**src/up_pkg.sv**
```systemverilog
`default_nettype none

package up_pkg;

   localparam int DATA_W    = 8;
   localparam int MEM_DEPTH = 256;
   localparam int REG_COUNT = 4;
   localparam int REG_IDX_W = $clog2(REG_COUNT);

   typedef logic [DATA_W-1:0] word_t;

   localparam word_t PC_RESET = word_t'(8);    // High nibble of byte 4
   localparam word_t SP_RESET = word_t'(255);  // Stack grows down

   typedef enum logic [3:0] {
      IDLE, LOAD_0, LOAD_1, LOAD_2, LOAD_3, LOAD_4,
      FETCH, DECODE, EXEC_1, EXEC_2, EXEC_3
   } state_e;

   typedef enum logic [3:0] {
      ADD       = 4'h0,
      SUB       = 4'h1,
      MUL       = 4'h2,
      NAND      = 4'h3,
      SWAP_01   = 4'h4,
      SWAP_12   = 4'h5,
      SWAP_23   = 4'h6,
      BEQ       = 4'h7,
      NOP_8     = 4'h8,
      PUSH_PC   = 4'h9,
      POP_R2    = 4'hA,
      PUSH_R2   = 4'hB,
      LOAD      = 4'hC,
      STORE     = 4'hD,
      RELOAD_R0 = 4'hE,
      NOP_F     = 4'hF
   } opcode_e;

   typedef enum logic [4:0] {
      RES_SUM, RES_DIFF, RES_PROD, RES_NAND,
      RES_XOR_01, RES_XOR_12, RES_XOR_23,
      RES_CONST_0, RES_CONST_1, RES_CONST_2, RES_CONST_3,
      RES_PC_HALF,   // Byte address of current nibble
      RES_PC_INC, RES_PC_DEC,
      RES_R3, RES_R2,
      RES_SP, RES_SP_INC, RES_SP_DEC,
      RES_MEM
   } result_e;

   typedef struct packed {
      logic                 from_result;  // Else memory data
      logic [REG_IDX_W-1:0] idx;
   } reg_sel_t;

   typedef struct packed {
      result_e  res;
      logic     ir_we;
      logic     pc_we;
      logic     sp_we;
      logic     rb_we;
      reg_sel_t rb_sel;
      logic     mem_we;
      logic     ale;
   } ctrl_t;

   typedef struct packed {
      logic  valid;
      word_t addr;
      word_t data;
   } mem_write_t;

endpackage

`default_nettype wire

```
**src/up_controller.sv**
```systemverilog
`timescale 1ns/1ps
`default_nettype none

module up_controller (
   input  logic            clk,
   input  logic            nRst,
   input  logic            start,
   input  up_pkg::opcode_e ir,
   input  logic            z,
   output up_pkg::ctrl_t   ctrl
);

   import up_pkg::*;

   state_e                 state;
   result_e                swap_res;
   logic [REG_IDX_W-1:0]   swap_lo;
   logic [REG_IDX_W-1:0]   swap_hi;

   function automatic reg_sel_t dest(input logic from_result,
                                     input logic [REG_IDX_W-1:0] idx);
      reg_sel_t sel;
      sel.from_result = from_result;
      sel.idx         = idx;
      return sel;
   endfunction

   // Swap pair follows the opcode's low bits
   always_comb begin
      case (ir)
         SWAP_12: swap_res = RES_XOR_12;
         SWAP_23: swap_res = RES_XOR_23;
         default: swap_res = RES_XOR_01;
      endcase
   end

   assign swap_lo = ir[REG_IDX_W-1:0];
   assign swap_hi = swap_lo + 1'b1;

   always_ff @(posedge clk or negedge nRst) begin
      if (!nRst) begin
         state <= IDLE;
      end else begin
         case (state)
            IDLE:   if (start) state <= LOAD_0;
            LOAD_0: state <= LOAD_1;
            LOAD_1: state <= LOAD_2;
            LOAD_2: state <= LOAD_3;
            LOAD_3: state <= LOAD_4;
            LOAD_4: state <= FETCH;
            FETCH:  state <= DECODE;
            DECODE: state <= EXEC_1;
            EXEC_1: begin
               case (ir)
                  ADD, SUB, MUL, NAND, BEQ, NOP_8, NOP_F: state <= FETCH;
                  default: state <= EXEC_2;
               endcase
            end
            EXEC_2: begin
               case (ir)
                  SWAP_01, SWAP_12, SWAP_23, PUSH_PC, PUSH_R2: state <= EXEC_3;
                  default: state <= FETCH;
               endcase
            end
            default: state <= FETCH;
         endcase
      end
   end

   always_comb begin
      ctrl     = '0;
      ctrl.res = RES_MEM;
      case (state)
         LOAD_0: begin
            ctrl.res = RES_CONST_0;
            ctrl.ale = 1'b1;
         end
         LOAD_1, LOAD_2, LOAD_3, LOAD_4: begin
            ctrl.ale    = 1'b1;
            ctrl.rb_we  = 1'b1;  // Byte latched last cycle
            case (state)
               LOAD_1:  ctrl.res = RES_CONST_1;
               LOAD_2:  ctrl.res = RES_CONST_2;
               LOAD_3:  ctrl.res = RES_CONST_3;
               default: ctrl.res = RES_PC_HALF;
            endcase
            ctrl.rb_sel = dest(1'b0, REG_IDX_W'(state - LOAD_1));
         end
         FETCH: begin
            ctrl.res = RES_PC_HALF;
            ctrl.ale = 1'b1;
         end
         DECODE: begin
            ctrl.res   = RES_PC_INC;
            ctrl.ir_we = 1'b1;
            ctrl.pc_we = 1'b1;
         end
         EXEC_1: begin
            case (ir)
               ADD, SUB, MUL, NAND: begin
                  case (ir)
                     ADD:     ctrl.res = RES_SUM;
                     SUB:     ctrl.res = RES_DIFF;
                     MUL:     ctrl.res = RES_PROD;
                     default: ctrl.res = RES_NAND;
                  endcase
                  ctrl.rb_we  = 1'b1;
                  ctrl.rb_sel = dest(1'b1, '0);
               end
               SWAP_01, SWAP_12, SWAP_23: begin
                  ctrl.res    = swap_res;
                  ctrl.rb_we  = 1'b1;
                  ctrl.rb_sel = dest(1'b1, swap_lo);
               end
               BEQ: begin
                  ctrl.res   = RES_R3;
                  ctrl.pc_we = z;
               end
               PUSH_PC, PUSH_R2: begin
                  ctrl.res = RES_SP;
                  ctrl.ale = 1'b1;
               end
               POP_R2: begin
                  ctrl.res   = RES_SP_INC;
                  ctrl.sp_we = 1'b1;
                  ctrl.ale   = 1'b1;
               end
               LOAD, STORE: begin
                  ctrl.res = RES_R3;
                  ctrl.ale = 1'b1;
               end
               RELOAD_R0: begin
                  ctrl.res = RES_CONST_0;
                  ctrl.ale = 1'b1;
               end
               default: ;  // NOP_8 and NOP_F
            endcase
         end
         EXEC_2: begin
            case (ir)
               SWAP_01, SWAP_12, SWAP_23: begin
                  ctrl.res    = swap_res;
                  ctrl.rb_we  = 1'b1;
                  ctrl.rb_sel = dest(1'b1, swap_hi);
               end
               PUSH_PC, PUSH_R2: begin
                  ctrl.res   = RES_SP_DEC;
                  ctrl.sp_we = 1'b1;
               end
               POP_R2, LOAD: begin
                  ctrl.rb_we  = 1'b1;
                  ctrl.rb_sel = dest(1'b0, 2'd2);
               end
               STORE: begin
                  ctrl.res    = RES_R2;
                  ctrl.mem_we = 1'b1;
               end
               RELOAD_R0: begin
                  ctrl.rb_we  = 1'b1;
                  ctrl.rb_sel = dest(1'b0, 2'd0);
               end
               default: ;
            endcase
         end
         EXEC_3: begin
            case (ir)
               SWAP_01, SWAP_12, SWAP_23: begin
                  ctrl.res    = swap_res;
                  ctrl.rb_we  = 1'b1;
                  ctrl.rb_sel = dest(1'b1, swap_lo);
               end
               PUSH_PC: begin
                  ctrl.res    = RES_PC_DEC;  // pc already advanced
                  ctrl.mem_we = 1'b1;
               end
               PUSH_R2: begin
                  ctrl.res    = RES_R2;
                  ctrl.mem_we = 1'b1;
               end
               default: ;
            endcase
         end
         default: ;
      endcase
   end

   a_we_ale_excl: assert property (@(posedge clk) disable iff (!nRst)
      !(ctrl.mem_we && ctrl.ale));

   a_idle_quiet: assert property (@(posedge clk) disable iff (!nRst)
      state == IDLE |-> !(ctrl.ir_we || ctrl.pc_we || ctrl.sp_we ||
                          ctrl.rb_we || ctrl.mem_we));

endmodule

`default_nettype wire

```
**src/up_datapath.sv**
```systemverilog
`timescale 1ns/1ps
`default_nettype none

module up_datapath (
   input  logic            clk,
   input  logic            nRst,
   input  up_pkg::ctrl_t   ctrl,
   input  up_pkg::word_t   rd_data,
   output up_pkg::word_t   result,
   output up_pkg::opcode_e ir,
   output logic            z
);

   import up_pkg::*;

   word_t regs [REG_COUNT];
   word_t pc;  // Nibble address
   word_t sp;
   word_t r0;
   word_t r1;
   word_t r2;
   word_t r3;

   assign r0 = regs[0];
   assign r1 = regs[1];
   assign r2 = regs[2];
   assign r3 = regs[3];

   assign z = (r1 == r2);

   always_comb begin
      case (ctrl.res)
         RES_SUM:     result = r1 + r2;
         RES_DIFF:    result = r1 - r2;
         RES_PROD:    result = r1 * r2;  // Low byte only
         RES_NAND:    result = ~(r1 & r2);
         RES_XOR_01:  result = r0 ^ r1;
         RES_XOR_12:  result = r1 ^ r2;
         RES_XOR_23:  result = r2 ^ r3;
         RES_CONST_0: result = word_t'(0);
         RES_CONST_1: result = word_t'(1);
         RES_CONST_2: result = word_t'(2);
         RES_CONST_3: result = word_t'(3);
         RES_PC_HALF: result = {1'b0, pc[DATA_W-1:1]};
         RES_PC_INC:  result = pc + 1'b1;
         RES_PC_DEC:  result = pc - 1'b1;
         RES_R3:      result = r3;
         RES_R2:      result = r2;
         RES_SP:      result = sp;
         RES_SP_INC:  result = sp + 1'b1;
         RES_SP_DEC:  result = sp - 1'b1;
         default:     result = rd_data;
      endcase
   end

   always_ff @(posedge clk or negedge nRst) begin
      if (!nRst) begin
         pc <= PC_RESET;
         sp <= SP_RESET;
         ir <= ADD;
      end else begin
         if (ctrl.pc_we) pc <= result;
         if (ctrl.sp_we) sp <= result;
         if (ctrl.ir_we) begin
            // Even nibble address is the high nibble
            if (pc[0]) ir <= opcode_e'(rd_data[3:0]);
            else       ir <= opcode_e'(rd_data[7:4]);
         end
      end
   end

   always_ff @(posedge clk or negedge nRst) begin
      if (!nRst) begin
         for (int i = 0; i < REG_COUNT; i++) begin
            regs[i] <= '0;
         end
      end else if (ctrl.rb_we) begin
         if (ctrl.rb_sel.from_result) regs[ctrl.rb_sel.idx] <= result;
         else                         regs[ctrl.rb_sel.idx] <= rd_data;
      end
   end

   // Decode and register write-back are separate cycles
   a_ir_rb_excl: assert property (@(posedge clk) disable iff (!nRst)
      !(ctrl.ir_we && ctrl.rb_we));

   // Stack pointer only moves by one per update
   a_sp_step: assert property (@(posedge clk) disable iff (!nRst)
      ctrl.sp_we |=> (sp == $past(sp) + 1'b1) || (sp == $past(sp) - 1'b1));

endmodule

`default_nettype wire

```
**src/up_memory.sv**
```systemverilog
`timescale 1ns/1ps
`default_nettype none

module up_memory (
   input  logic               clk,
   input  logic               nRst,
   input  up_pkg::ctrl_t      ctrl,
   input  up_pkg::word_t      result,
   input  up_pkg::mem_write_t host_wr,
   output up_pkg::word_t      rd_data,
   output up_pkg::mem_write_t cpu_write
);

   import up_pkg::*;

   word_t mem [MEM_DEPTH];
   word_t addr_latch;

   always_ff @(posedge clk or negedge nRst) begin
      if (!nRst) begin
         addr_latch <= '0;
      end else if (ctrl.ale) begin
         addr_latch <= result;
      end
   end

   always_ff @(posedge clk) begin
      if (ctrl.mem_we)        mem[addr_latch]  <= result;
      else if (host_wr.valid) mem[host_wr.addr] <= host_wr.data;  // Only while idle
   end

   assign rd_data = mem[addr_latch];

   assign cpu_write.valid = ctrl.mem_we;
   assign cpu_write.addr  = addr_latch;
   assign cpu_write.data  = result;

   a_host_cpu_excl: assert property (@(posedge clk) disable iff (!nRst)
      !(host_wr.valid && ctrl.mem_we));

endmodule

`default_nettype wire

```
**src/up_core.sv**
```systemverilog
`timescale 1ns/1ps
`default_nettype none

module up_core (
   input  logic               clk,
   input  logic               nRst,
   input  logic               start,
   input  up_pkg::mem_write_t host_wr,
   output up_pkg::mem_write_t cpu_write
);

   import up_pkg::*;

   ctrl_t   ctrl;
   opcode_e ir;
   logic    z;
   word_t   result;
   word_t   rd_data;

   up_controller up_controller_inst (
      .clk   (clk),
      .nRst  (nRst),
      .start (start),
      .ir    (ir),
      .z     (z),
      .ctrl  (ctrl)
   );

   up_datapath up_datapath_inst (
      .clk     (clk),
      .nRst    (nRst),
      .ctrl    (ctrl),
      .rd_data (rd_data),
      .result  (result),
      .ir      (ir),
      .z       (z)
   );

   up_memory up_memory_inst (
      .clk       (clk),
      .nRst      (nRst),
      .ctrl      (ctrl),
      .result    (result),
      .host_wr   (host_wr),
      .rd_data   (rd_data),
      .cpu_write (cpu_write)
   );

endmodule

`default_nettype wire

```
**config.mk**
```make
export PLATFORM = sky130hd
export DESIGN_NAME = up_core
export DESIGN_NICKNAME = d
export VERILOG_FILES = /design/src/up_pkg.sv /design/src/up_controller.sv /design/src/up_datapath.sv /design/src/up_memory.sv /design/src/up_core.sv
export SDC_FILE = /design/constraint.sdc
export NUM_CORES = 2
export LEC_CHECK = 0
export BUFFER_PORTS_ARGS = -buffer_cell sky130_fd_sc_hd__buf_2
export CELL_PAD_IN_SITES_DETAIL_PLACEMENT = 0
export CELL_PAD_IN_SITES_GLOBAL_PLACEMENT = 1
export CORE_AREA = 5 5 471 473
export CTS_CLUSTER_SIZE = 16
export DETAILED_ROUTE_END_ITERATION = 16
export DIE_AREA = 0 0 476 478
export PLACE_DENSITY = 0.64
export SYNTH_ARGS = -nofsm -noshare
export SYNTH_HDL_FRONTEND = slang
export SYNTH_HIERARCHICAL = 1
export SYNTH_SLANG_ARGS = --single-unit
```
**constraint.sdc**
```tcl
create_clock -name clk -period 17.5 [get_ports clk]
set_input_delay 1.75 -clock clk [delete_from_list [all_inputs] [get_ports clk]]
set_output_delay 1.75 -clock clk [all_outputs]
set_load 0.01 [all_outputs]
```
==> summary.md <==
| Metric | Value |
|---|---|
| Number of top-level pins | 37 |
| P per Cell Area | 195 mW/mm2 |
| Net switching component of the power | 7.00 mW |
| DR iter-0 viols | 5228 |
| Worst hold path class | reg2reg |
| CTS tree | yes |
| Number of placement rows | 171 |
| Horizontal die dimension | 476 um |
| Share of synthesized registers carrying an async set or reset | 3.03% |
| Number of warnings reported in the yosys synthesis log | 6 |
| Hold Vio Cnt, Final | 0 |
| Total clock buffers created by CTS | 212 |
| Post-synthesis area per instance | 18.6 um2 |
| Post-CTS Setup Bufs | 0 |
| Endpoint class of the critical path | primary output |
| Peak supply drop | 0.235 mV |
| Number of cells produced by synthesis | 4636 |
| Top cells by count, synth | 2048 x sky130_fd_sc_hd__edfxtp_1, 411 x sky130_fd_sc_hd__mux4_2, 335 x sky130_fd_sc_hd__nor2_1 |
| Clk Latency, worst-skew pair | 850 ps |
| Initial cell density of the core | 39.9% |
| Library cell with the highest instance count after synthesis | sky130_fd_sc_hd__edfxtp_1 |
| Setup_tns | 0 ps |
| Max-slew violation total from the final report | 0 |
| Wire length of the first global-routing pass | 338000 um |
| Number of enable-type register cells in the synthesized netlist | 2048 |
| Via count | 45.6k |
| Final wirelength | 237000 um |
| Clock network fraction of design power | 22.9% |
| Mapped cell area | 0.0864 mm2 |
| Arrival time of data at the critical path endpoint | 6900 ps |
| Wire per inst | 30.6 um |
| Layout cell share with drive strength beyond 1 | 19.0% |
| Final-report setup violation count | 0 |
| Part of the power in combinational logic | 36.9% |
| Worst Tran Pin Value | 1410 ps |
| Full die area | 0.228 mm2 |
| GRT Total Usage | 20.6% |
| Post-route ant nets | 0 |
| Reg2Reg Setup Slack | 9110 ps |
| Area delta synth->final | 11.0% |
| Clock transition at the registers of the reported paths | 60 ps |
| Number of nets in the layout | 4794 |
| Leading cell types by total area after synthesis | sky130_fd_sc_hd__edfxtp_1 71%, sky130_fd_sc_hd__mux4_2 11%, sky130_fd_sc_hd__mux2i_1 2.2% |
| Drt pass-1 iters | 6 |
| Residual DRC | 0 |
| Sequential element share of the synthesized area | 73.0% |
| Number of nets in the synthesized netlist | 4720 |
| Setup CP Type | reg2out |
| Share of the clock period used by the worst path after layout | 49.4% |
| Core area | 0.217 mm2 |
| Max_slew headroom | 5.33% |
| Via/cell ratio | 5.90 |
| Post-route clock skew | 37.0 ps |
| Final critical path time including I/O delays and setup | 8650 ps |
| Largest area contributor in the netlist | sky130_fd_sc_hd__edfxtp_1 |
| Grt ovf | 0 |
| Count of hold buffers inserted by post-cts repair | 0 |
| Largest net degree at the start of global routing | 185 |
| Maximum frequency from static timing analysis | 116 MHz |
| Clk sink count | 2112 |
| Deepest level of the CTS H-tree | 4 |
| Post-synth top flop | sky130_fd_sc_hd__edfxtp_1 |
| Sw Share | 37.4% |
| Synth Register Bits | 2112 |
| Share of Yosys cell area claimed by the top area cell type | 71.2% |
| Power after layout | 18.7 mW |
| Vias in the first global route | 45.1k |
| Maximum Capacitance Violations | 0 |
| Unrepaired setup endpoints after global routing | false |
| Root buffer selected by CTS | sky130_fd_sc_hd__clkbuf_16 |
| Routability cong. | 0.874 |
| Final HPWL from detailed placement | 150000 um |
| Internal cell power | 11.7 mW |
| Leakage power summed over all cells | 30.3 nW |
| Post-CTS resize count | 0 |
| Die Height | 478 um |
| Critical path startpoint category | register |
| Antenna violations before repair | 12 |
| Maximum fanout encountered on the critical timing path | 96 |
| Post-synth cell types | 91 |
| Proportion of power drawn by flip-flops and latches | 40.2% |
| Count of buffers from port buffering | 36 |
| Worst hold-check slack | 500 ps |
| Clock Tree Buf Depth | 3 |
| Required time at the worst-slack endpoint | 15750 ps |
| Result of the run | complete, no violations |
## power by group through the flow
stage	clock (mW)	combinational [mW]	sequential, mW
6_report	4.28	6.91	7.53
4_1_cts	4.37	6.94	7.53
2_1_floorplan	0	4.41	7.88
3_5_place_dp	0	6.93	7.63
5_1_grt	4.59	7.34	7.55
3_3_place_gp	0	6.82	7.63
## cell families (layout without fill, tap and decap cells)
kind of cell    after synthesis  in the layout  share of synthesized area (%)
buf+inv                     346            591                           2.40
simple gates                786            786                           4.16
xor+xnor                     50             50                          0.539
fa+ha+maj                    64             64                           1.07
other cells                   0              1                              0
compound gates              637            637                           5.11
mux                         641            641                           13.7
flops                      2112           2112                           73.0
## critical path, cell delays in order, from the launching register on
cell and delay [ps]:
sky130_fd_sc_hd__dfrtp_4 920, sky130_fd_sc_hd__buf_12 660, sky130_fd_sc_hd__buf_4 620, sky130_fd_sc_hd__buf_4 670
sky130_fd_sc_hd__mux4_2 350, sky130_fd_sc_hd__a22o_1 190, sky130_fd_sc_hd__a221oi_2 60, sky130_fd_sc_hd__o22ai_1 640
sky130_fd_sc_hd__nor3_1 310, sky130_fd_sc_hd__nor4_2 540, sky130_fd_sc_hd__nor2_1 100, sky130_fd_sc_hd__a21oi_1 580
sky130_fd_sc_hd__buf_2 250
## routing by layer
layer | wire, um | global-route usage [%] | share of wire [%]
met1 | 99000 | 29.5 | 42
met2 | 112000 | 32.4 | 47
met3 | 19400 | 4.04 | 8.2
met4 | 6700 | 5.62 | 2.8
met5 | 0 | 0 | 0
## sequential cells by signal, indices dropped and copies added, names as in the netlist
register / flops
up_datapath_inst/pc: 8
up_datapath_inst/r3: 8
up_controller_inst/state: 4
up_datapath_inst/r0: 8
up_datapath_inst/sp: 8
up_memory_inst/addr_latch: 8
up_memory_inst/mem: 2048
up_datapath_inst/r1: 8
up_datapath_inst/ir: 4
up_datapath_inst/r2: 8
## final timing paths
| path | end | startpoint | depth (start not counted) |
|---|---|---|---|
| min in group asynchronous | up_datapath_inst/pc[4] | nRst | 2 |
| worst max-delay path | cpu_write[6] | up_memory_inst/addr_latch[0] | 12 |
| worst min register to register | up_datapath_inst/r0[1] | up_datapath_inst/r0[1] | 2 |
| worst max register to register | up_memory_inst/mem[197][3] | up_memory_inst/addr_latch[0] | 13 |
| worst min-delay path | up_datapath_inst/r0[1] | up_datapath_inst/r0[1] | 2 |
| max in group asynchronous | up_memory_inst/addr_latch[0] | nRst | 2 |
## placed cells by master, fill, tap and decap left out, drive strengths merged, types with 10 or more instances in the layout
cell type	netlist	layout
a211oi	17	17
a21o	10	10
a21oi	131	131
a221oi	28	28
a22o	15	15
a22oi	171	171
a31oi	14	14
and2	22	22
buf	169	150
bufinv	0	10
clkbuf	119	271
clkinv	1	87
dfrtp	55	55
edfxtp	2048	2048
fa	16	16
ha	48	48
inv	55	68
mux2	26	26
mux2i	189	189
mux4	426	426
nand2	183	183
nand2b	23	23
nand3	52	52
nand3b	11	11
nor2	335	335
nor2b	21	21
nor3	48	48
nor4	30	30
o211ai	22	22
o21ai	72	72
o221ai	35	35
o22ai	41	41
o31ai	17	17
or2	11	11
xnor2	26	26
xor2	22	22
## area by class of cell
type                    count  area, um2
repair buffers            150       1100
inverters                  56        210
flip-flops and latches   2112      63100
clock inverters           114        937
well taps                2854       3570
diodes                      1       2.50
fillers                 18600     121000
multi-input cells        2178      21400
clock buffers             271       5560
## through the flow
step	area [um2]	worst slack (ps)	std cells	util (%)
after floorplan	86400	9270	4636	-
after global placement	89400	9150	7346	41.3
after detailed placement	89400	9000	7350	41.3
after CTS	95900	8720	7735	44.3
after global routing	95900	8360	7736	44.3
final	95900	8850	7736	44.3
Power figures use the tool's default switching activity.
